$ cat config.mk
export PLATFORM = sky130hd
export DESIGN_NAME = lsu_fwd_top
export DESIGN_NICKNAME = d
export VERILOG_FILES = /design/src/lsu_fwd_pkg.sv /design/src/lsu_stage_pipe.sv /design/src/lsu_fwd_stage_cmp.sv /design/src/lsu_fwd_merge.sv /design/src/lsu_fwd_top.sv
export SDC_FILE = /design/constraint.sdc
export NUM_CORES = 1
export LEC_CHECK = 0
export BUFFER_PORTS_ARGS = -buffer_cell sky130_fd_sc_hd__buf_4
export CAP_MARGIN = 20
export CORE_MARGIN = 3
export CORE_UTILIZATION = 55
export CTS_BUF_LIST = sky130_fd_sc_hd__clkbuf_2 sky130_fd_sc_hd__clkbuf_4 sky130_fd_sc_hd__clkbuf_8
export CTS_CLUSTER_DIAMETER = 30
export DETAILED_ROUTE_END_ITERATION = 10
export MAX_ROUTING_LAYER = met4
export PLACE_DENSITY = 0.76
export REMOVE_ABC_BUFFERS = 1
export SETUP_SLACK_MARGIN = 0.5
export SYNTH_ARGS = -nofsm -noshare
export SYNTH_HDL_FRONTEND = slang
export SYNTH_SLANG_ARGS = --single-unit
$ cat constraint.sdc
create_clock -name clk -period 4.6 [get_ports clk]
set_clock_uncertainty 0.2 [all_clocks]
set_input_delay 0.46 -clock clk [delete_from_list [all_inputs] [get_ports clk]]
set_output_delay 0.46 -clock clk [all_outputs]
set_load 0.02 [all_outputs]
$ cat src/lsu_fwd_pkg.sv
// ********************
// store-to-load forwarding shared widths, size codes and double-word view
// ********************
package lsu_fwd_pkg;

   // ********************
   // widths
   // ********************
   localparam int ADDR_W         = 32;                      // byte address
   localparam int WORD_W         = 32;                      // data word
   localparam int BYTES_PER_WORD = 4;
   localparam int BYTE_W         = 8;
   localparam int OFF_W          = $clog2(BYTES_PER_WORD);  // byte offset in a word
   localparam int WIDX_W         = ADDR_W - OFF_W;          // word index, addr[31:2]

   // ********************
   // access size codes
   // ********************
   // code 3 is not a legal size
   localparam int SIZE_W = 2;

   localparam logic [SIZE_W-1:0] SIZE_BYTE = 2'd0;
   localparam logic [SIZE_W-1:0] SIZE_HALF = 2'd1;
   localparam logic [SIZE_W-1:0] SIZE_WORD = 2'd2;

   // ********************
   // double-word view
   // ********************
   // an access shifted by its byte offset spans two words, lo then hi
   // comparators pick single bytes, the merge works on the two words
   typedef union packed {
      struct packed {
         logic [WORD_W-1:0] hi;                              // word at end address
         logic [WORD_W-1:0] lo;                              // word at start address
      } w;
      logic [2*BYTES_PER_WORD-1:0][BYTE_W-1:0] b;           // byte 0 is lo word byte 0
   } dword_u;

endpackage

$ cat src/lsu_stage_pipe.sv
// ********************
// dc1 to dc5 operation registers with end address, byte enable and
// store data expansion into double-word position
// ********************
`timescale 1ns/1ps

module lsu_stage_pipe
   import lsu_fwd_pkg::*;
#(
   parameter int NUM_FWD_STAGES = 3
) (
   input  logic                      clk,
   input  logic                      rst_n,

   input  logic                      op_valid_dc1,
   input  logic                      op_load_dc1,
   input  logic                      op_store_dc1,
   input  logic [SIZE_W-1:0]         op_size_dc1,
   input  logic [ADDR_W-1:0]         op_addr_dc1,
   input  logic                      op_sideeffect_dc1,
   input  logic [WORD_W-1:0]         store_data_dc1,

   output logic                      ld_valid_dc2,        // valid load in dc2
   output logic                      ld_sideeffect_dc2,
   output logic [WIDX_W-1:0]         ld_addr_lo_dc2,      // start word index
   output logic [WIDX_W-1:0]         ld_addr_hi_dc2,      // end word index
   output logic [BYTES_PER_WORD-1:0] ld_byteen_lo_dc2,
   output logic [BYTES_PER_WORD-1:0] ld_byteen_hi_dc2,
   output logic [OFF_W-1:0]          ld_offset_dc2,

   // index 0 is dc3
   output logic                      st_valid     [NUM_FWD_STAGES],
   output logic [WIDX_W-1:0]         st_addr_lo   [NUM_FWD_STAGES],
   output logic [WIDX_W-1:0]         st_addr_hi   [NUM_FWD_STAGES],
   output logic [BYTES_PER_WORD-1:0] st_byteen_lo [NUM_FWD_STAGES],
   output logic [BYTES_PER_WORD-1:0] st_byteen_hi [NUM_FWD_STAGES],
   output dword_u                    st_data      [NUM_FWD_STAGES]
);

   localparam int DEPTH = NUM_FWD_STAGES + 1;                // dc2 plus the store stages

   logic [BYTES_PER_WORD-1:0]   byteen_dc1;
   logic [OFF_W-1:0]            len_m1_dc1;                  // access bytes minus one
   logic [ADDR_W-1:0]           end_addr_dc1;
   logic [2*BYTES_PER_WORD-1:0] byteen_ext_dc1;
   dword_u                      data_ext_dc1;

   // stage registers, index 0 holds dc2
   logic                        ld_valid_q;
   logic                        sideeffect_q;
   logic [OFF_W-1:0]            offset_q;
   logic                        st_valid_q  [DEPTH];
   logic [WIDX_W-1:0]           addr_lo_q   [DEPTH];
   logic [WIDX_W-1:0]           addr_hi_q   [DEPTH];
   logic [BYTES_PER_WORD-1:0]   byteen_lo_q [DEPTH];
   logic [BYTES_PER_WORD-1:0]   byteen_hi_q [DEPTH];
   dword_u                      data_q      [DEPTH];

   // ********************
   // dc1 decode
   // ********************
   always_comb begin
      case (op_size_dc1)
         SIZE_BYTE: begin
            byteen_dc1 = 4'b0001;
            len_m1_dc1 = 2'd0;
         end
         SIZE_HALF: begin
            byteen_dc1 = 4'b0011;
            len_m1_dc1 = 2'd1;
         end
         SIZE_WORD: begin
            byteen_dc1 = 4'b1111;
            len_m1_dc1 = 2'd3;
         end
         default: begin
            byteen_dc1 = '0;                                 // no bytes touched
            len_m1_dc1 = 2'd0;
         end
      endcase
   end

   assign end_addr_dc1 = op_addr_dc1 + ADDR_W'(len_m1_dc1);

   // move enables and data up by the byte offset, upper half spills into hi word
   assign byteen_ext_dc1 = {{BYTES_PER_WORD{1'b0}}, byteen_dc1} << op_addr_dc1[OFF_W-1:0];
   assign data_ext_dc1   = {{WORD_W{1'b0}}, store_data_dc1} << {op_addr_dc1[OFF_W-1:0], 3'b000};

   // ********************
   // stage registers
   // ********************
   always_ff @(posedge clk or negedge rst_n) begin
      if (!rst_n) begin
         ld_valid_q <= 1'b0;
         for (int k = 0; k < DEPTH; k++) begin
            st_valid_q[k] <= 1'b0;
         end
      end else begin
         ld_valid_q    <= op_valid_dc1 & op_load_dc1;
         st_valid_q[0] <= op_valid_dc1 & op_store_dc1;
         for (int k = 1; k < DEPTH; k++) begin
            st_valid_q[k] <= st_valid_q[k-1];
         end
      end
   end

   always_ff @(posedge clk) begin
      sideeffect_q   <= op_sideeffect_dc1;
      offset_q       <= op_addr_dc1[OFF_W-1:0];
      addr_lo_q[0]   <= op_addr_dc1[ADDR_W-1:OFF_W];
      addr_hi_q[0]   <= end_addr_dc1[ADDR_W-1:OFF_W];
      byteen_lo_q[0] <= byteen_ext_dc1[BYTES_PER_WORD-1:0];
      byteen_hi_q[0] <= byteen_ext_dc1[2*BYTES_PER_WORD-1:BYTES_PER_WORD];
      data_q[0]      <= data_ext_dc1;
      for (int k = 1; k < DEPTH; k++) begin
         addr_lo_q[k]   <= addr_lo_q[k-1];
         addr_hi_q[k]   <= addr_hi_q[k-1];
         byteen_lo_q[k] <= byteen_lo_q[k-1];
         byteen_hi_q[k] <= byteen_hi_q[k-1];
         data_q[k]      <= data_q[k-1];
      end
   end

   // ********************
   // outputs
   // ********************
   assign ld_valid_dc2      = ld_valid_q;
   assign ld_sideeffect_dc2 = sideeffect_q;
   assign ld_addr_lo_dc2    = addr_lo_q[0];
   assign ld_addr_hi_dc2    = addr_hi_q[0];
   assign ld_byteen_lo_dc2  = byteen_lo_q[0];
   assign ld_byteen_hi_dc2  = byteen_hi_q[0];
   assign ld_offset_dc2     = offset_q;

   for (genvar k = 0; k < NUM_FWD_STAGES; k++) begin : st_out_gen
      assign st_valid[k]     = st_valid_q[k+1];
      assign st_addr_lo[k]   = addr_lo_q[k+1];
      assign st_addr_hi[k]   = addr_hi_q[k+1];
      assign st_byteen_lo[k] = byteen_lo_q[k+1];
      assign st_byteen_hi[k] = byteen_hi_q[k+1];
      assign st_data[k]      = data_q[k+1];
   end

   // a valid operation is one kind only and has a legal size
   op_legal_a: assert property (@(posedge clk) disable iff (!rst_n)
      op_valid_dc1 |-> !(op_load_dc1 && op_store_dc1) && (op_size_dc1 != 2'd3))
      else $error("illegal operation at dc1");

endmodule

$ cat src/lsu_fwd_stage_cmp.sv
// ********************
// byte hit and data pick of one older store against the dc2 load
// ********************
`timescale 1ns/1ps

module lsu_fwd_stage_cmp
   import lsu_fwd_pkg::*;
(
   input  logic [WIDX_W-1:0]         ld_addr_lo_dc2,
   input  logic [WIDX_W-1:0]         ld_addr_hi_dc2,
   input  logic [BYTES_PER_WORD-1:0] ld_byteen_lo_dc2,
   input  logic [BYTES_PER_WORD-1:0] ld_byteen_hi_dc2,

   input  logic                      st_valid,            // valid store in this stage
   input  logic [WIDX_W-1:0]         st_addr_lo,
   input  logic [WIDX_W-1:0]         st_addr_hi,
   input  logic [BYTES_PER_WORD-1:0] st_byteen_lo,
   input  logic [BYTES_PER_WORD-1:0] st_byteen_hi,
   input  dword_u                    st_data,

   output logic [BYTES_PER_WORD-1:0] byte_hit_lo,         // per load lo byte
   output logic [BYTES_PER_WORD-1:0] byte_hit_hi,         // per load hi byte
   output logic [WORD_W-1:0]         fwd_lo,
   output logic [WORD_W-1:0]         fwd_hi
);

   // word matches, named load half then store half
   logic                      match_lo_lo;
   logic                      match_lo_hi;
   logic                      match_hi_lo;
   logic                      match_hi_hi;
   logic [BYTES_PER_WORD-1:0] hit_lo_lo;
   logic [BYTES_PER_WORD-1:0] hit_lo_hi;
   logic [BYTES_PER_WORD-1:0] hit_hi_lo;
   logic [BYTES_PER_WORD-1:0] hit_hi_hi;

   assign match_lo_lo = st_valid & (ld_addr_lo_dc2 == st_addr_lo);
   assign match_lo_hi = st_valid & (ld_addr_lo_dc2 == st_addr_hi);
   assign match_hi_lo = st_valid & (ld_addr_hi_dc2 == st_addr_lo);
   assign match_hi_hi = st_valid & (ld_addr_hi_dc2 == st_addr_hi);

   // a store with hi enables spans two different words, so at most one
   // of its halves can feed a given load byte
   always_comb begin
      for (int i = 0; i < BYTES_PER_WORD; i++) begin
         hit_lo_lo[i] = match_lo_lo & ld_byteen_lo_dc2[i] & st_byteen_lo[i];
         hit_lo_hi[i] = match_lo_hi & ld_byteen_lo_dc2[i] & st_byteen_hi[i];
         hit_hi_lo[i] = match_hi_lo & ld_byteen_hi_dc2[i] & st_byteen_lo[i];
         hit_hi_hi[i] = match_hi_hi & ld_byteen_hi_dc2[i] & st_byteen_hi[i];

         byte_hit_lo[i] = hit_lo_lo[i] | hit_lo_hi[i];
         byte_hit_hi[i] = hit_hi_lo[i] | hit_hi_hi[i];

         fwd_lo[BYTE_W*i +: BYTE_W] =
            ({BYTE_W{hit_lo_lo[i]}} & st_data.b[i]) |
            ({BYTE_W{hit_lo_hi[i]}} & st_data.b[BYTES_PER_WORD+i]);
         fwd_hi[BYTE_W*i +: BYTE_W] =
            ({BYTE_W{hit_hi_lo[i]}} & st_data.b[i]) |
            ({BYTE_W{hit_hi_hi[i]}} & st_data.b[BYTES_PER_WORD+i]);
      end

      // no load byte takes both halves of one store
      assert final (((hit_lo_lo & hit_lo_hi) == '0) && ((hit_hi_lo & hit_hi_hi) == '0))
         else $error("load byte matched both halves of one store");
   end

endmodule

$ cat src/lsu_fwd_merge.sv
// ********************
// priority merge of store hits, full hit check, alignment and dc3 select
// ********************
`timescale 1ns/1ps

module lsu_fwd_merge
   import lsu_fwd_pkg::*;
#(
   parameter int NUM_FWD_STAGES = 3
) (
   input  logic                      clk,
   input  logic                      rst_n,

   input  logic                      ld_valid_dc2,
   input  logic                      ld_sideeffect_dc2,
   input  logic [BYTES_PER_WORD-1:0] ld_byteen_lo_dc2,
   input  logic [BYTES_PER_WORD-1:0] ld_byteen_hi_dc2,
   input  logic [OFF_W-1:0]          ld_offset_dc2,

   // index 0 is the youngest store stage (dc3)
   input  logic [BYTES_PER_WORD-1:0] byte_hit_lo [NUM_FWD_STAGES],
   input  logic [BYTES_PER_WORD-1:0] byte_hit_hi [NUM_FWD_STAGES],
   input  logic [WORD_W-1:0]         fwd_lo      [NUM_FWD_STAGES],
   input  logic [WORD_W-1:0]         fwd_hi      [NUM_FWD_STAGES],

   input  logic [WORD_W-1:0]         ld_bus_data_dc3,     // bus return word
   output logic [WORD_W-1:0]         bus_read_data_dc3,
   output logic                      ld_full_hit_dc3,
   output logic                      ld_valid_dc3
);

   logic [BYTES_PER_WORD-1:0] any_hit_lo;
   logic [BYTES_PER_WORD-1:0] any_hit_hi;
   dword_u                    fwd_dw_dc2;                    // merged hi:lo forward data
   dword_u                    aligned_dw_dc2;
   logic                      full_hit_lo_dc2;
   logic                      full_hit_hi_dc2;
   logic                      full_hit_dc2;
   logic [WORD_W-1:0]         fwd_data_dc3;

   // ********************
   // youngest-first byte merge
   // ********************
   always_comb begin
      any_hit_lo = '0;
      any_hit_hi = '0;
      fwd_dw_dc2 = '0;
      // oldest first, so a younger stage overwrites the byte
      for (int k = NUM_FWD_STAGES - 1; k >= 0; k--) begin
         for (int i = 0; i < BYTES_PER_WORD; i++) begin
            if (byte_hit_lo[k][i]) begin
               fwd_dw_dc2.b[i] = fwd_lo[k][BYTE_W*i +: BYTE_W];
               any_hit_lo[i]   = 1'b1;
            end
            if (byte_hit_hi[k][i]) begin
               fwd_dw_dc2.b[BYTES_PER_WORD+i] = fwd_hi[k][BYTE_W*i +: BYTE_W];
               any_hit_hi[i]                  = 1'b1;
            end
         end
      end
   end

   // every enabled byte needs a source
   assign full_hit_lo_dc2 = &(any_hit_lo | ~ld_byteen_lo_dc2);
   assign full_hit_hi_dc2 = &(any_hit_hi | ~ld_byteen_hi_dc2);
   assign full_hit_dc2    = full_hit_lo_dc2 & full_hit_hi_dc2 & ld_valid_dc2 &
                            ~ld_sideeffect_dc2;             // side-effect loads go to the bus

   // bring the first load byte down to bit 0
   assign aligned_dw_dc2 = fwd_dw_dc2 >> {ld_offset_dc2, 3'b000};

   // ********************
   // dc3 register
   // ********************
   always_ff @(posedge clk or negedge rst_n) begin
      if (!rst_n) begin
         ld_valid_dc3    <= 1'b0;
         ld_full_hit_dc3 <= 1'b0;
      end else begin
         ld_valid_dc3    <= ld_valid_dc2;
         ld_full_hit_dc3 <= full_hit_dc2;
      end
   end

   always_ff @(posedge clk) begin
      fwd_data_dc3 <= aligned_dw_dc2.w.lo;
   end

   assign bus_read_data_dc3 = ld_full_hit_dc3 ? fwd_data_dc3 : ld_bus_data_dc3;

   // the alignment shift needs the first load byte in the lo word at the offset
   first_byte_a: assert property (@(posedge clk) disable iff (!rst_n)
      ld_valid_dc2 |-> ld_byteen_lo_dc2[ld_offset_dc2])
      else $error("valid load in dc2 without its first byte enabled");

endmodule

$ cat src/lsu_fwd_top.sv
// ********************
// store-to-load forwarding unit, pipe plus comparators plus merge
// ********************
`timescale 1ns/1ps

module lsu_fwd_top
   import lsu_fwd_pkg::*;
#(
   parameter int NUM_FWD_STAGES = 3
) (
   input  logic              clk,
   input  logic              rst_n,

   input  logic              op_valid_dc1,
   input  logic              op_load_dc1,
   input  logic              op_store_dc1,
   input  logic [SIZE_W-1:0] op_size_dc1,
   input  logic [ADDR_W-1:0] op_addr_dc1,
   input  logic              op_sideeffect_dc1,
   input  logic [WORD_W-1:0] store_data_dc1,

   input  logic [WORD_W-1:0] ld_bus_data_dc3,
   output logic [WORD_W-1:0] bus_read_data_dc3,
   output logic              ld_full_hit_dc3,
   output logic              ld_valid_dc3
);

   // dc2 load view
   logic                      ld_valid_dc2;
   logic                      ld_sideeffect_dc2;
   logic [WIDX_W-1:0]         ld_addr_lo_dc2;
   logic [WIDX_W-1:0]         ld_addr_hi_dc2;
   logic [BYTES_PER_WORD-1:0] ld_byteen_lo_dc2;
   logic [BYTES_PER_WORD-1:0] ld_byteen_hi_dc2;
   logic [OFF_W-1:0]          ld_offset_dc2;

   // older store stages
   logic                      st_valid     [NUM_FWD_STAGES];
   logic [WIDX_W-1:0]         st_addr_lo   [NUM_FWD_STAGES];
   logic [WIDX_W-1:0]         st_addr_hi   [NUM_FWD_STAGES];
   logic [BYTES_PER_WORD-1:0] st_byteen_lo [NUM_FWD_STAGES];
   logic [BYTES_PER_WORD-1:0] st_byteen_hi [NUM_FWD_STAGES];
   dword_u                    st_data      [NUM_FWD_STAGES];

   // comparator results
   logic [BYTES_PER_WORD-1:0] byte_hit_lo  [NUM_FWD_STAGES];
   logic [BYTES_PER_WORD-1:0] byte_hit_hi  [NUM_FWD_STAGES];
   logic [WORD_W-1:0]         fwd_lo       [NUM_FWD_STAGES];
   logic [WORD_W-1:0]         fwd_hi       [NUM_FWD_STAGES];

   lsu_stage_pipe #(
      .NUM_FWD_STAGES (NUM_FWD_STAGES)
   ) pipe_inst (
      .clk               (clk),
      .rst_n             (rst_n),
      .op_valid_dc1      (op_valid_dc1),
      .op_load_dc1       (op_load_dc1),
      .op_store_dc1      (op_store_dc1),
      .op_size_dc1       (op_size_dc1),
      .op_addr_dc1       (op_addr_dc1),
      .op_sideeffect_dc1 (op_sideeffect_dc1),
      .store_data_dc1    (store_data_dc1),
      .ld_valid_dc2      (ld_valid_dc2),
      .ld_sideeffect_dc2 (ld_sideeffect_dc2),
      .ld_addr_lo_dc2    (ld_addr_lo_dc2),
      .ld_addr_hi_dc2    (ld_addr_hi_dc2),
      .ld_byteen_lo_dc2  (ld_byteen_lo_dc2),
      .ld_byteen_hi_dc2  (ld_byteen_hi_dc2),
      .ld_offset_dc2     (ld_offset_dc2),
      .st_valid          (st_valid),
      .st_addr_lo        (st_addr_lo),
      .st_addr_hi        (st_addr_hi),
      .st_byteen_lo      (st_byteen_lo),
      .st_byteen_hi      (st_byteen_hi),
      .st_data           (st_data)
   );

   // one comparator per older store stage
   for (genvar k = 0; k < NUM_FWD_STAGES; k++) begin : cmp_gen
      lsu_fwd_stage_cmp cmp_inst (
         .ld_addr_lo_dc2   (ld_addr_lo_dc2),
         .ld_addr_hi_dc2   (ld_addr_hi_dc2),
         .ld_byteen_lo_dc2 (ld_byteen_lo_dc2),
         .ld_byteen_hi_dc2 (ld_byteen_hi_dc2),
         .st_valid         (st_valid[k]),
         .st_addr_lo       (st_addr_lo[k]),
         .st_addr_hi       (st_addr_hi[k]),
         .st_byteen_lo     (st_byteen_lo[k]),
         .st_byteen_hi     (st_byteen_hi[k]),
         .st_data          (st_data[k]),
         .byte_hit_lo      (byte_hit_lo[k]),
         .byte_hit_hi      (byte_hit_hi[k]),
         .fwd_lo           (fwd_lo[k]),
         .fwd_hi           (fwd_hi[k])
      );
   end

   lsu_fwd_merge #(
      .NUM_FWD_STAGES (NUM_FWD_STAGES)
   ) merge_inst (
      .clk               (clk),
      .rst_n             (rst_n),
      .ld_valid_dc2      (ld_valid_dc2),
      .ld_sideeffect_dc2 (ld_sideeffect_dc2),
      .ld_byteen_lo_dc2  (ld_byteen_lo_dc2),
      .ld_byteen_hi_dc2  (ld_byteen_hi_dc2),
      .ld_offset_dc2     (ld_offset_dc2),
      .byte_hit_lo       (byte_hit_lo),
      .byte_hit_hi       (byte_hit_hi),
      .fwd_lo            (fwd_lo),
      .fwd_hi            (fwd_hi),
      .ld_bus_data_dc3   (ld_bus_data_dc3),
      .bus_read_data_dc3 (bus_read_data_dc3),
      .ld_full_hit_dc3   (ld_full_hit_dc3),
      .ld_valid_dc3      (ld_valid_dc3)
   );

endmodule

[Yosys cells after proc, flatten, opt, wreduce, memory -nomap -nowiden]
Memory sizes are Yosys's and may differ from the RTL's.
Index checks and enable logic that the tools add are counted.
Widths: inputs -> output; s select.
Operators by class
  $add $sub $neg: 1
  multipliers: 0
  divide/modulo/power cells: 0
  order comparisons: 0
  eq/ne operators: 14
  shifts and indexed selects: 3
  muxes and demuxes: 51
  bitwise gates (word level): 214
  reduce and logical (&&, ||, !) cells: 3
Operators by type and width (number)
  $and 8x8->8: 48
  $eq 30x30->1: 12
  $mux 8: 24
  $or 8x8->8: 24
  $and 1x1->1: 113
  $shl 32x5->64: 1
  $shr 64x5->32: 1
  $add 32x2->32: 1
  $mux 32: 1
  $mux 1: 24
  $or 1x1->1: 24
  $pmux 4 s3: 1
  $not 4->4: 2
  $or 4x4->4: 2
  $reduce_and 4->1: 2
  $shl 4x2->8: 1
  $pmux 2 s2: 1
  $eq 2x1->1 const B: 1
  $eq 2x2->1 const B: 1
  $logic_not 2->1: 1
  $not 1->1: 1
Word-level totals
  bits in registers: 42
  bits in latches: 0
  bits in writable memories: 528
  bits in read-only memories: 0
  input port bits: 104
  logic and storage cells: 301
  memories kept: 5
Memories
  pipe_inst.data_q: depth 4, width 64, read ports 4, clocked after Yosys merged registers in 0, write ports 4, line lsu_stage_pipe.sv:57  | dword_u data_q [DEPTH];
  pipe_inst.addr_hi_q: depth 4, width 30, read ports 4, clocked after Yosys merged registers in 0, write ports 4, line lsu_stage_pipe.sv:54  | logic [WIDX_W-1:0] addr_hi_q [DEPTH];
  pipe_inst.addr_lo_q: depth 4, width 30, read ports 4, clocked after Yosys merged registers in 0, write ports 4, line lsu_stage_pipe.sv:53  | logic [WIDX_W-1:0] addr_lo_q [DEPTH];
  pipe_inst.byteen_hi_q: depth 4, width 4, read ports 4, clocked after Yosys merged registers in 0, write ports 4, line lsu_stage_pipe.sv:56  | logic [BYTES_PER_WORD-1:0] byteen_hi_q [DEPTH];
  pipe_inst.byteen_lo_q: depth 4, width 4, read ports 4, clocked after Yosys merged registers in 0, write ports 4, line lsu_stage_pipe.sv:55  | logic [BYTES_PER_WORD-1:0] byteen_lo_q [DEPTH];

[Logic depth before layout (Yosys ltp)]
Gate-level depths: netlist of run 1.
  depth after elaboration: 13
  gate-level depth with buffers: 12
  depth with buffers taken out: 11

[Modules after synthesis]
From an unflattened synthesis of run 1, not the netlist that was laid out.
Unflattened totals
  cell total of the unflattened synthesis: 2431
  area total of the unflattened synthesis: 25195.4 um^2
Modules (own cells, without submodules)
  lsu_stage_pipe: instances 1, cells each 768, area an instance 11885.1 um^2, seq. area each 10034.6 um^2
  lsu_fwd_stage_cmp: instances 3, cells each 432, area an instance 3303.2 um^2, seq. area each 0.0 um^2
  lsu_fwd_merge: instances 1, cells each 367, area an instance 3400.8 um^2, seq. area each 690.7 um^2

[Least setup slack after synthesis of run 1]
OpenSTA, ideal clock, no wires.
  kind: input-to-reg
  start: in op_size_dc1[0]
  end: mem pipe_inst.addr_hi_q[0][29] (netlist name)
  setup time: 0.118 ns
  arrival time: 2.917 ns
  required time: 4.282 ns
  setup slack: 1.365 ns
  stages on the path: 12
  path buffers: 1
  cells stage by stage: inv_1 > ha_1 > ha_1 > and3b_1 > o2111ai_1 > nor4_1 > and4_1 > clkbuf_1 > nor3b_1 > and3_1 > nand3_1 > xnor2_1
RTL lines
  start: declaration: line lsu_fwd_top.sv:17  | input logic [SIZE_W-1:0] op_size_dc1,
  end: declaration: line lsu_stage_pipe.sv:54

==> flow_metrics.py, run 1 <==
metrics = {
    "floorplanning": {
        "dieArea_mm2": 0.0401,
        "die_width_um": 200,
        "ioPinCount": 138,
        "die_h_um": 200,
        "start_util": 0.562,
        "rows": 70,
        "core_mm2": 0.0369,
    },
    "global_route": {
        "busiest_layer": "met1",
        "grt_pass1_vias": 15900,
        "met3_usage": 0.0975,
        "grt_pass1_wl_um": 104000,
        "grt_util_met2": 0.479,
        "antenna_found_initial": 1,
        "overflow": 0,
        "grt_max_degree": 68,
        "grt_usage": 0.356,
        "use_met1": 0.531,
    },
    "run": {
        "drv_cap": 0,
    },
    "yosys": {
        "syn_inst": 1913,
        "muxShareOfSynthArea": 0.0425,
        "synth.area.top_cells": "dfxtp_1, xor2_1, xnor2_1, a22oi_1, mux2_2",
        "synth_xor_area_frac": 0.162,
        "synth-edff-count": 0,
        "synthAdderAreaFrac": 0.00181,
        "ys_ff_latch": 534,
        "synthesis.area_mm2": 0.0207,
        "yosysTopAreaCell": "dfxtp_1",
        "synth_top_family_by_area": "XOR/XNOR gates",
        "synth-simple-area-share": 0.128,
        "seq_area_frac_synth": 0.517,
        "synthFlopType": "dfxtp_1",
        "synthTopCellsByCount": "dfxtp_1, xor2_1, xnor2_1, nand2_1, a22oi_1",
        "synth-compound-area-share": 0.117,
        "ys_types": 80,
        "async_flop_share": 0.0131,
        "yosysTopAreaCellShare": 0.509,
        "yosysWarnings": 0,
        "synth_most_common_cell": "dfxtp_1",
        "synth_area_per_cell_um2": 10.8,
    },
    "pwr": {
        "p_sw_frac": 0.250,
        "switchingPower_uw": 2920,
        "p_int_uw": 8750,
        "power.share.clock": 0.467,
        "comb_power_share": 0.081,
        "p_seq_frac": 0.452,
        "leakagePower_uw": 0.0102,
        "vdd_ir_drop_max_v": 0.000330,
        "design_power_total_uw": 11700,
        "p_per_area_mw_per_mm2": 456,
    },
    "final_layout": {
        "multi_input_area_mm2": 0.00937,
        "area_growth_pct": 23.4,
        "fillers": 2778,
        "ff_latch_area_mm2": 0.0107,
        "drive_above_1_share": 0.217,
        "antennaDiodeCount": 0,
        "nets": 2280,
        "fin_cells": 2760,
    },
    "detailed_routing": {
        "dr.pass1.iters": 6,
        "route.detailed.drc": 0,
        "via_per_inst": 5.92,
        "vias": 16300,
        "ant_nets": 0,
        "wl_per_cell_um": 25.8,
        "initialDrtViolationCount": 1876,
        "wl_um": 71100,
    },
    "clocking": {
        "cts_tree": "yes",
        "clkTransAtPathRegs_ps": 60,
        "cts_root_buf": "clkbuf_8",
        "cts.htree.levels": 3,
        "cts_made_buffers": 99,
        "cts.sinks": 534,
        "clockBufferDepth": 3,
        "clk_latency_ps": 670,
    },
    "sta": {
        "rsz0062_at_grt": "no",
        "final_max_slew_viol_count": 0,
        "fin_crit_sh": 0.874,
        "tightest_slew_ps": 1010,
        "fin_crit_ps": 4020,
        "finalSetupTns_ps": 0,
        "finalHoldViolCount": 0,
        "setup_viol": 0,
        "fmax_mhz": 249,
        "relSlewSlack": 0.321,
    },
    "setup_path": {
        "cp.required_ps": 5000,
        "worstPathArrival_ps": 4420,
        "crit_path_end_kind": "flip-flop",
        "cp_max_fo": 9,
        "setup.worst_path.class": "flip-flop to flip-flop",
        "regToRegSetupSlack_ps": 580,
        "start_kind": "flip-flop",
    },
    "hold_path": {
        "hp-class": "input pin to flip-flop",
    },
    "placement": {
        "portBuffers": 137,
        "hpwlAfterDp_um": 53600,
        "gp_congestion": 1.03,
        "place_inst": 2493,
    },
    "outcome": {
        "status": "complete, no violations",
    },
}
-- final cells by class --
type,count,area share
Inverter,27,0.00396
Sequential cell,534,0.419
Clock buffer,138,0.0696
Timing Repair Buffer,276,0.0907
Tap cell,504,0.0246
Clock inverter,46,0.0259
Multi-Input combinational cell,1235,0.366
-- timing repair --
item                                   in CTS  in global routing
buffers inserted                            0                  0
setup endpoints to repair                   0                 20
endpoints found under the hold margin     127                  0
resized for setup                           0                  2
hold buffers                               83                  0
-- worst max-delay path, cell delays in order, from the launching register on --
cell and delay (ps):
dfxtp_1 610, xor2_1 290, nor4_1 760, nand4_1 340, nand3b_1 600, nor2_1 240
buf_4 210, or3b_1 360, o22a_1 200, and3_1 160
-- kinds of logic (layout without fill, tap and decap cells) --
kind of cell | after synthesis | count (layout)
buffers and inverters | 144 | 487
AND/OR/NAND/NOR | 463 | 463
XOR/XNOR | 383 | 383
flip-flops | 534 | 534
adder cells (fa/ha/maj) | 3 | 3
multiplexers | 83 | 83
AO/OA/AOI/OAI | 303 | 303
-- cell usage in the layout (no fill, tap or decap), types with 9 or more instances in the layout --
master and n:
a21oi_1 31, mux2_2 40, or2_2 15, nand4_1 51, inv_1 27, nor2_1 58, a22o_1 23, nor2b_1 16
clkbuf_4 19, a21o_1 14, o21a_1 9, bufinv_16 15, xor2_1 217, clkbuf_8 119, a31oi_1 10, and3_1 21
o221ai_1 15, o21ai_0 11, o22ai_1 23, nor4_2 14, a221oi_2 14, a22oi_1 85, xnor2_1 166, nand2_1 99
nor4_1 57, nand3_1 37, mux2i_1 43, nor3_1 30, o211ai_1 16, clkinv_2 15, dlygate4sd3_1 83, buf_4 191
and2_1 22, dfxtp_1 527
-- worst paths after layout --
path | from | endpoint | depth (start not counted)
worst max-delay path | pipe_inst.addr_lo_q[0][27] | merge_inst.ld_full_hit_dc3 | 9
worst min-delay path | op_addr_dc1[0] | pipe_inst.addr_hi_q[0][0] | 4
worst max register to register | pipe_inst.addr_lo_q[0][27] | merge_inst.ld_full_hit_dc3 | 9
worst min register to register | pipe_inst.data_q[0][6] | pipe_inst.data_q[1][6] | 0
max in group asynchronous | rst_n | pipe_inst.st_valid_q[3] | 3
min in group asynchronous | rst_n | merge_inst.ld_full_hit_dc3 | 3
-- registers in the layout, summed over array words and instances (netlist names) --
register	cells
pipe_inst.data_q	224
pipe_inst.addr_hi_q	120
pipe_inst.addr_lo_q	120
merge_inst.fwd_data_dc3	32
pipe_inst.byteen_lo_q	16
pipe_inst.byteen_hi_q	12
pipe_inst.st_valid	3
pipe_inst.ld_offset_dc2	2
merge_inst.ld_full_hit_dc3	1
merge_inst.ld_valid_dc3	1
pipe_inst.ld_sideeffect_dc2	1
pipe_inst.ld_valid_dc2	1
pipe_inst.st_valid_q	1
-- power by group through the flow --
stage / clock [uW] / combinational (uW) / sequential, uW
final: 5450 / 940 / 5280
after global routing: 5680 / 983 / 5300
after CTS: 5480 / 903 / 5260
after detailed placement: 0 / 835 / 5360
after global placement: 0 / 832 / 5350
after floorplan: 0 / 455 / 5240
-- stage by stage --
step                      cell area, um^2  hold slack (ps)  setup WS [ps]  utilization
after floorplan                     20200            -35.6           1300            -
after global placement              22200             85.1            657        0.603
after detailed placement            22300             85.7            563        0.605
after CTS                           25600             43.7            713        0.694
after global routing                25600             75.1            572        0.694
final                               25600             68.8            579        0.694
-- metal layers --
| layer | share of wire | routed length (um) | vias up |
|---|---|---|---|
| li1 | - | - | 7321 |
| met1 | 0.46 | 32600 | 7900 |
| met5 | 0 | 0 | - |
| met3 | 0.12 | 8550 | 121 |
| met4 | 0.021 | 1460 | 0 |
| met2 | 0.40 | 28500 | 986 |
No activity file was read; power rests on OpenSTA's default activity.
==> inputs of run 2 (changes only) <==
Settings changed: BUFFER_PORTS_ARGS -buffer_cell sky130_fd_sc_hd__buf_4 to default, DONT_BUFFER_PORTS from default to 1, PLACE_DENSITY 0.76 to 0.75.
==> flow_metrics.py, run 2 (same netlist as run 1, synthesis figures left out) <==
metrics = {
    "outcome": {
        "status": "complete, no violations",
    },
    "sta": {
        "relSlewSlack": 0.323,
        "fin_ws_ps": 515,
        "fmax_mhz": 245,
        "fin_crit_ps": 4080,
        "finalSetupTns_ps": 0,
        "setup_viol": 0,
        "final_max_slew_viol_count": 0,
        "finalHoldViolCount": 0,
        "fin_crit_sh": 0.888,
        "rsz0062_at_grt": "no",
        "tightest_slew_ps": 1010,
        "fin_hold_ws_ps": 40.2,
    },
    "detailed_routing": {
        "top_layer_used": "met4",
        "initialDrtViolationCount": 1737,
        "via_per_inst": 6.02,
        "ant_nets": 0,
        "dr.pass1.iters": 5,
        "wl_met1_um": 34000,
        "routed-wl-met3_um": 9310,
        "vias": 16000,
        "wl_um": 73500,
        "dr_wl_met2_um": 29100,
        "route.detailed.drc": 0,
        "wl_per_cell_um": 27.7,
    },
    "pwr": {
        "p_per_area_mw_per_mm2": 469,
        "power.share.clock": 0.471,
        "vdd_ir_drop_max_v": 0.000418,
        "comb_power_share": 0.074,
        "design_power_total_uw": 11600,
        "p_sw_frac": 0.264,
        "p_seq_frac": 0.455,
        "p_int_uw": 8560,
        "switchingPower_uw": 3070,
        "leakagePower_uw": 0.00960,
    },
    "clocking": {
        "clk_latency_ps": 700,
        "cts_root_buf": "clkbuf_8",
        "clkTransAtPathRegs_ps": 70,
        "cts_tree": "yes",
        "clockBufferDepth": 3,
        "cts.htree.levels": 3,
        "cts_made_buffers": 105,
        "cts.sinks": 534,
    },
    "final_layout": {
        "largest_reg_flops": 224,
        "area_growth_pct": 19.7,
        "top_register": "pipe_inst.data_q",
        "final_core_util": 0.673,
        "drive_above_1_share": 0.169,
        "multi_input_area_mm2": 0.00937,
        "ff_latch_area_mm2": 0.0107,
        "fillers": 2801,
        "final_cell_mix": "dfxtp_1, xor2_1, xnor2_1",
        "reg_top3": "pipe_inst.data_q: 224 flops, pipe_inst.addr_hi_q: 120 flops, pipe_inst.addr_lo_q: 120 flops",
        "nets": 2173,
        "final_common_cell": "dfxtp_1",
    },
    "placement": {
        "portBuffers": 0,
        "place_ws_ps": 611,
        "hpwlAfterDp_um": 54600,
        "gp_congestion": 1.12,
    },
    "setup_path": {
        "setup.worst_path.class": "flip-flop to flip-flop",
        "cp_max_fo": 8,
        "path_buf_inv": 0,
        "cp.required_ps": 4960,
        "critical_path.top_delay_family": "simple AND/OR/NAND/NOR gates",
        "max_stage_delay_ps": 710,
        "slowest_stage": "nor4_1",
        "worstPathArrival_ps": 4440,
        "crit_path_end_kind": "flip-flop",
        "start_kind": "flip-flop",
        "path_cells": "xor2_1, nor4_1, nand4_1, nor4_2, a21o_1, nor2_1, o22a_1, o221a_1",
    },
    "global_route": {
        "grt_pass1_vias": 15600,
        "grt_max_degree": 69,
        "overflow": 0,
        "grt_usage": 0.367,
        "grt_pass1_wl_um": 106000,
        "antenna_found_initial": 2,
    },
    "floorplanning": {
        "die_width_um": 200,
        "dieArea_mm2": 0.0401,
        "ioPinCount": 138,
        "rows": 70,
        "core_mm2": 0.0369,
        "start_util": 0.562,
        "die_h_um": 200,
    },
    "run": {
        "drv_cap": 0,
    },
    "hold_path": {
        "hp-class": "input pin to flip-flop",
    },
}
[run 2: per-layer routing]
metal / GRT usage / up-vias
li1: - / 7111
met3: 0.119 / 86
met2: 0.483 / 988
met1: 0.549 / 7780
met5: - / -
met4: 0.0713 / 0
[run 2: worst paths after layout]
kind,from,end,slack [ps],cells after the start
max in group asynchronous,rst_n,pipe_inst.st_valid_q[3],3500,2
min reg2reg,pipe_inst.data_q[0][27],pipe_inst.data_q[1][27],120,0
max,pipe_inst.addr_hi_q[0][17],merge_inst.fwd_data_dc3[29],520,8
max reg2reg,pipe_inst.addr_hi_q[0][17],merge_inst.fwd_data_dc3[29],520,8
min in group asynchronous,rst_n,merge_inst.ld_valid_dc3,450,2
min,op_addr_dc1[20],pipe_inst.addr_hi_q[0][19],40,2
[run 2: metrics by stage]
stage / std cells / area, um^2
after floorplan: 1796 / 20200
after global placement: 2359 / 21300
after detailed placement: 2360 / 21300
final: 2654 / 24800
after CTS: 2653 / 24800
after global routing: 2654 / 24800
[run 2: timing repair]
| action | 4_1_cts | 5_1_grt |
|---|---|---|
| hold buffers | 103 | 0 |
| gates resized for setup | 0 | 2 |
| setup buffers | 0 | 0 |
| endpoints found under the setup margin | 0 | 10 |
| hold endpoints to repair | 135 | 0 |
[run 2: layout make-up]
class                      count  share of cell area
antenna                        1            0.000101
clock buffer                 133              0.0695
clock inverter                57              0.0290
inverter                      27             0.00408
multi-input combinational   1235               0.377
sequential                   534               0.432
tap                          504              0.0254
timing repair buffer         163              0.0621
[run 2: power groups by stage]
stage | combinational [uW] | clock (uW) | sequential [uW]
after floorplan | 455 | 0 | 5240
after global placement | 702 | 0 | 5370
after detailed placement | 695 | 0 | 5370
after CTS | 822 | 5490 | 5280
after global routing | 899 | 5740 | 5320
final | 862 | 5480 | 5300
==> inputs of run 3 (changes only) <==
Settings changed: CORE_UTILIZATION 55 to 60, PLACE_DENSITY 0.75 to 0.81, SYNTH_HIERARCHICAL from default to 1.
==> flow_metrics.py, run 3 <==
metrics = {
    "sta": {
        "relSlewSlack": 0.303,
        "tightest_slew_ps": 1050,
        "fin_hold_ws_ps": 73.6,
        "finalSetupTns_ps": 0,
        "rsz0062_at_grt": "no",
        "setup_viol": 0,
        "final_max_slew_viol_count": 0,
        "fin_ws_ps": 503,
        "fin_crit_sh": 0.891,
        "fmax_mhz": 244,
        "fin_crit_ps": 4100,
        "finalHoldViolCount": 0,
    },
    "final_layout": {
        "drive_above_1_share": 0.211,
        "multi_input_area_mm2": 0.0128,
        "ff_latch_area_mm2": 0.0107,
        "reg_top3": "pipe_inst/data_q: 224 flops, pipe_inst/addr_hi_q: 120 flops, pipe_inst/addr_lo_q: 120 flops",
        "fillers": 2898,
        "final_common_cell": "dfxtp_1",
        "area_growth_pct": 15.6,
        "final_cell_mix": "dfxtp_1, nand2_1, xnor2_1",
        "top_register": "pipe_inst/data_q",
        "nets": 2570,
        "largest_reg_flops": 224,
    },
    "clocking": {
        "clk_latency_ps": 720,
        "cts_made_buffers": 108,
        "clockBufferDepth": 3,
        "cts.sinks": 534,
        "postCtsSetupBuffers": 0,
        "clkTransAtPathRegs_ps": 60,
        "cts_root_buf": "clkbuf_8",
        "cts_tree": "yes",
        "cts.htree.levels": 3,
    },
    "detailed_routing": {
        "vias": 20000,
        "wl_um": 84300,
        "wl_per_cell_um": 27.3,
        "initialDrtViolationCount": 2815,
        "dr.pass1.iters": 9,
        "via_per_inst": 6.49,
        "ant_nets": 0,
        "route.detailed.drc": 0,
    },
    "yosys": {
        "yosysWarnings": 6,
        "synth_area_per_cell_um2": 10.5,
        "syn_inst": 2353,
        "synthesis.area_mm2": 0.0246,
    },
    "setup_path": {
        "rr_worst_depth": 9,
        "cp_max_fo": 17,
        "setup.worst_path.class": "flip-flop to flip-flop",
        "worst-path-stages": 9,
        "crit_path_end_kind": "flip-flop",
        "start_kind": "flip-flop",
        "max_stage_delay_ps": 710,
        "critical_path.top_delay_family": "simple AND/OR/NAND/NOR gates",
        "path_buf_inv": 2,
        "path_cells": "xor2_1, nor4_1, nand4_1, buf_4, o32ai_1, buf_4, nor4b_1, nor4_1, and3_1",
        "cp.required_ps": 5040,
        "slowest_stage": "nand4_1",
        "worstPathArrival_ps": 4540,
        "regToRegSetupSlack_ps": 500,
    },
    "global_route": {
        "overflow": 0,
        "grt_pass1_vias": 19800,
        "grt_usage": 0.387,
        "grt_max_degree": 69,
        "antenna_found_initial": 2,
        "grt_pass1_wl_um": 125000,
    },
    "run": {
        "drv_cap": 0,
    },
    "floorplanning": {
        "die_width_um": 209,
        "rows": 73,
        "core_mm2": 0.0401,
        "start_util": 0.614,
        "die_h_um": 209,
        "dieArea_mm2": 0.0435,
        "ioPinCount": 138,
    },
    "hold_path": {
        "whs_path_depth": 3,
        "hp-class": "input pin to flip-flop",
    },
    "pwr": {
        "p_per_area_mw_per_mm2": 416,
        "vdd_ir_drop_max_v": 0.000314,
        "leakagePower_uw": 0.00969,
        "design_power_total_uw": 11800,
    },
    "outcome": {
        "status": "complete, no violations",
    },
    "placement": {
        "hpwlAfterDp_um": 58400,
        "portBuffers": 0,
        "place_ws_ps": 595,
        "gp_congestion": 1.06,
    },
}
-- run 3: changes by cell type in the layout (fill, tap and decap cells not counted), moves of 58 or more --
cell	before	now
nand3_1	37	198
o32ai_2	0	141
nand2_1	99	222
a21oi_1	31	120
a22oi_1	85	0
xor2_1	217	159
-- run 3: metal layers --
metal / share of wire / GRT usage / vias up
met4: 0.045 / 0.142 / 0
met2: 0.42 / 0.554 / 1481
met5: 0 / - / -
li1: - / - / 8617
met1: 0.40 / 0.523 / 9632
met3: 0.14 / 0.114 / 278
-- run 3: path summary, 6_finish.rpt --
| path | startpoint | end |
|---|---|---|
| max in group asynchronous | rst_n | merge_inst/ld_valid_dc3 |
| worst min register to register | pipe_inst/data_q[0][9] | pipe_inst/data_q[1][9] |
| min in group asynchronous | rst_n | pipe_inst/st_valid[2] |
| worst min-delay path | op_size_dc1[0] | pipe_inst/byteen_lo_q[0][2] |
| worst max-delay path | pipe_inst/addr_hi_q[0][0] | merge_inst/ld_full_hit_dc3 |
| worst max register to register | pipe_inst/addr_hi_q[0][0] | merge_inst/ld_full_hit_dc3 |
-- run 3: worst min-delay path, cell delays in order --
cell	delay [ps]
ha_1	220
nor2b_1	120
o31a_1	130
-- run 3: timing repair --
action | in CTS | in global routing
hold buffers | 103 | 4
resized for setup | 0 | 5
hold endpoints to repair | 135 | 5
setup endpoints to repair | 0 | 23
-- run 3: final cells by class --
| class | instances | share of cell area |
|---|---|---|
| Antenna cell | 3 | 0.000264 |
| Clock buffer | 142 | 0.0643 |
| Clock inverter | 60 | 0.0261 |
| Inverter | 21 | 0.00277 |
| Multi-Input combinational cell | 1624 | 0.450 |
| Sequential cell | 534 | 0.377 |
| Tap cell | 525 | 0.0231 |
| Timing Repair Buffer | 174 | 0.0567 |
-- run 3: metrics by stage --
stage / area, um^2 / utilization / std cells
finish: 28400 / 0.710 / 3083
global route: 28400 / 0.709 / 3082
CTS: 28400 / 0.707 / 3075
detailed placement: 24700 / 0.617 / 2770
global placement: 24700 / 0.617 / 2770
floorplan: 23600 / - / 2179
-- run 3: power by group --
group / internal, uW / switching [uW]
sequential: 4910 / 393
combinational: 389 / 479
clock: 3400 / 2250
total: 8700 / 3130
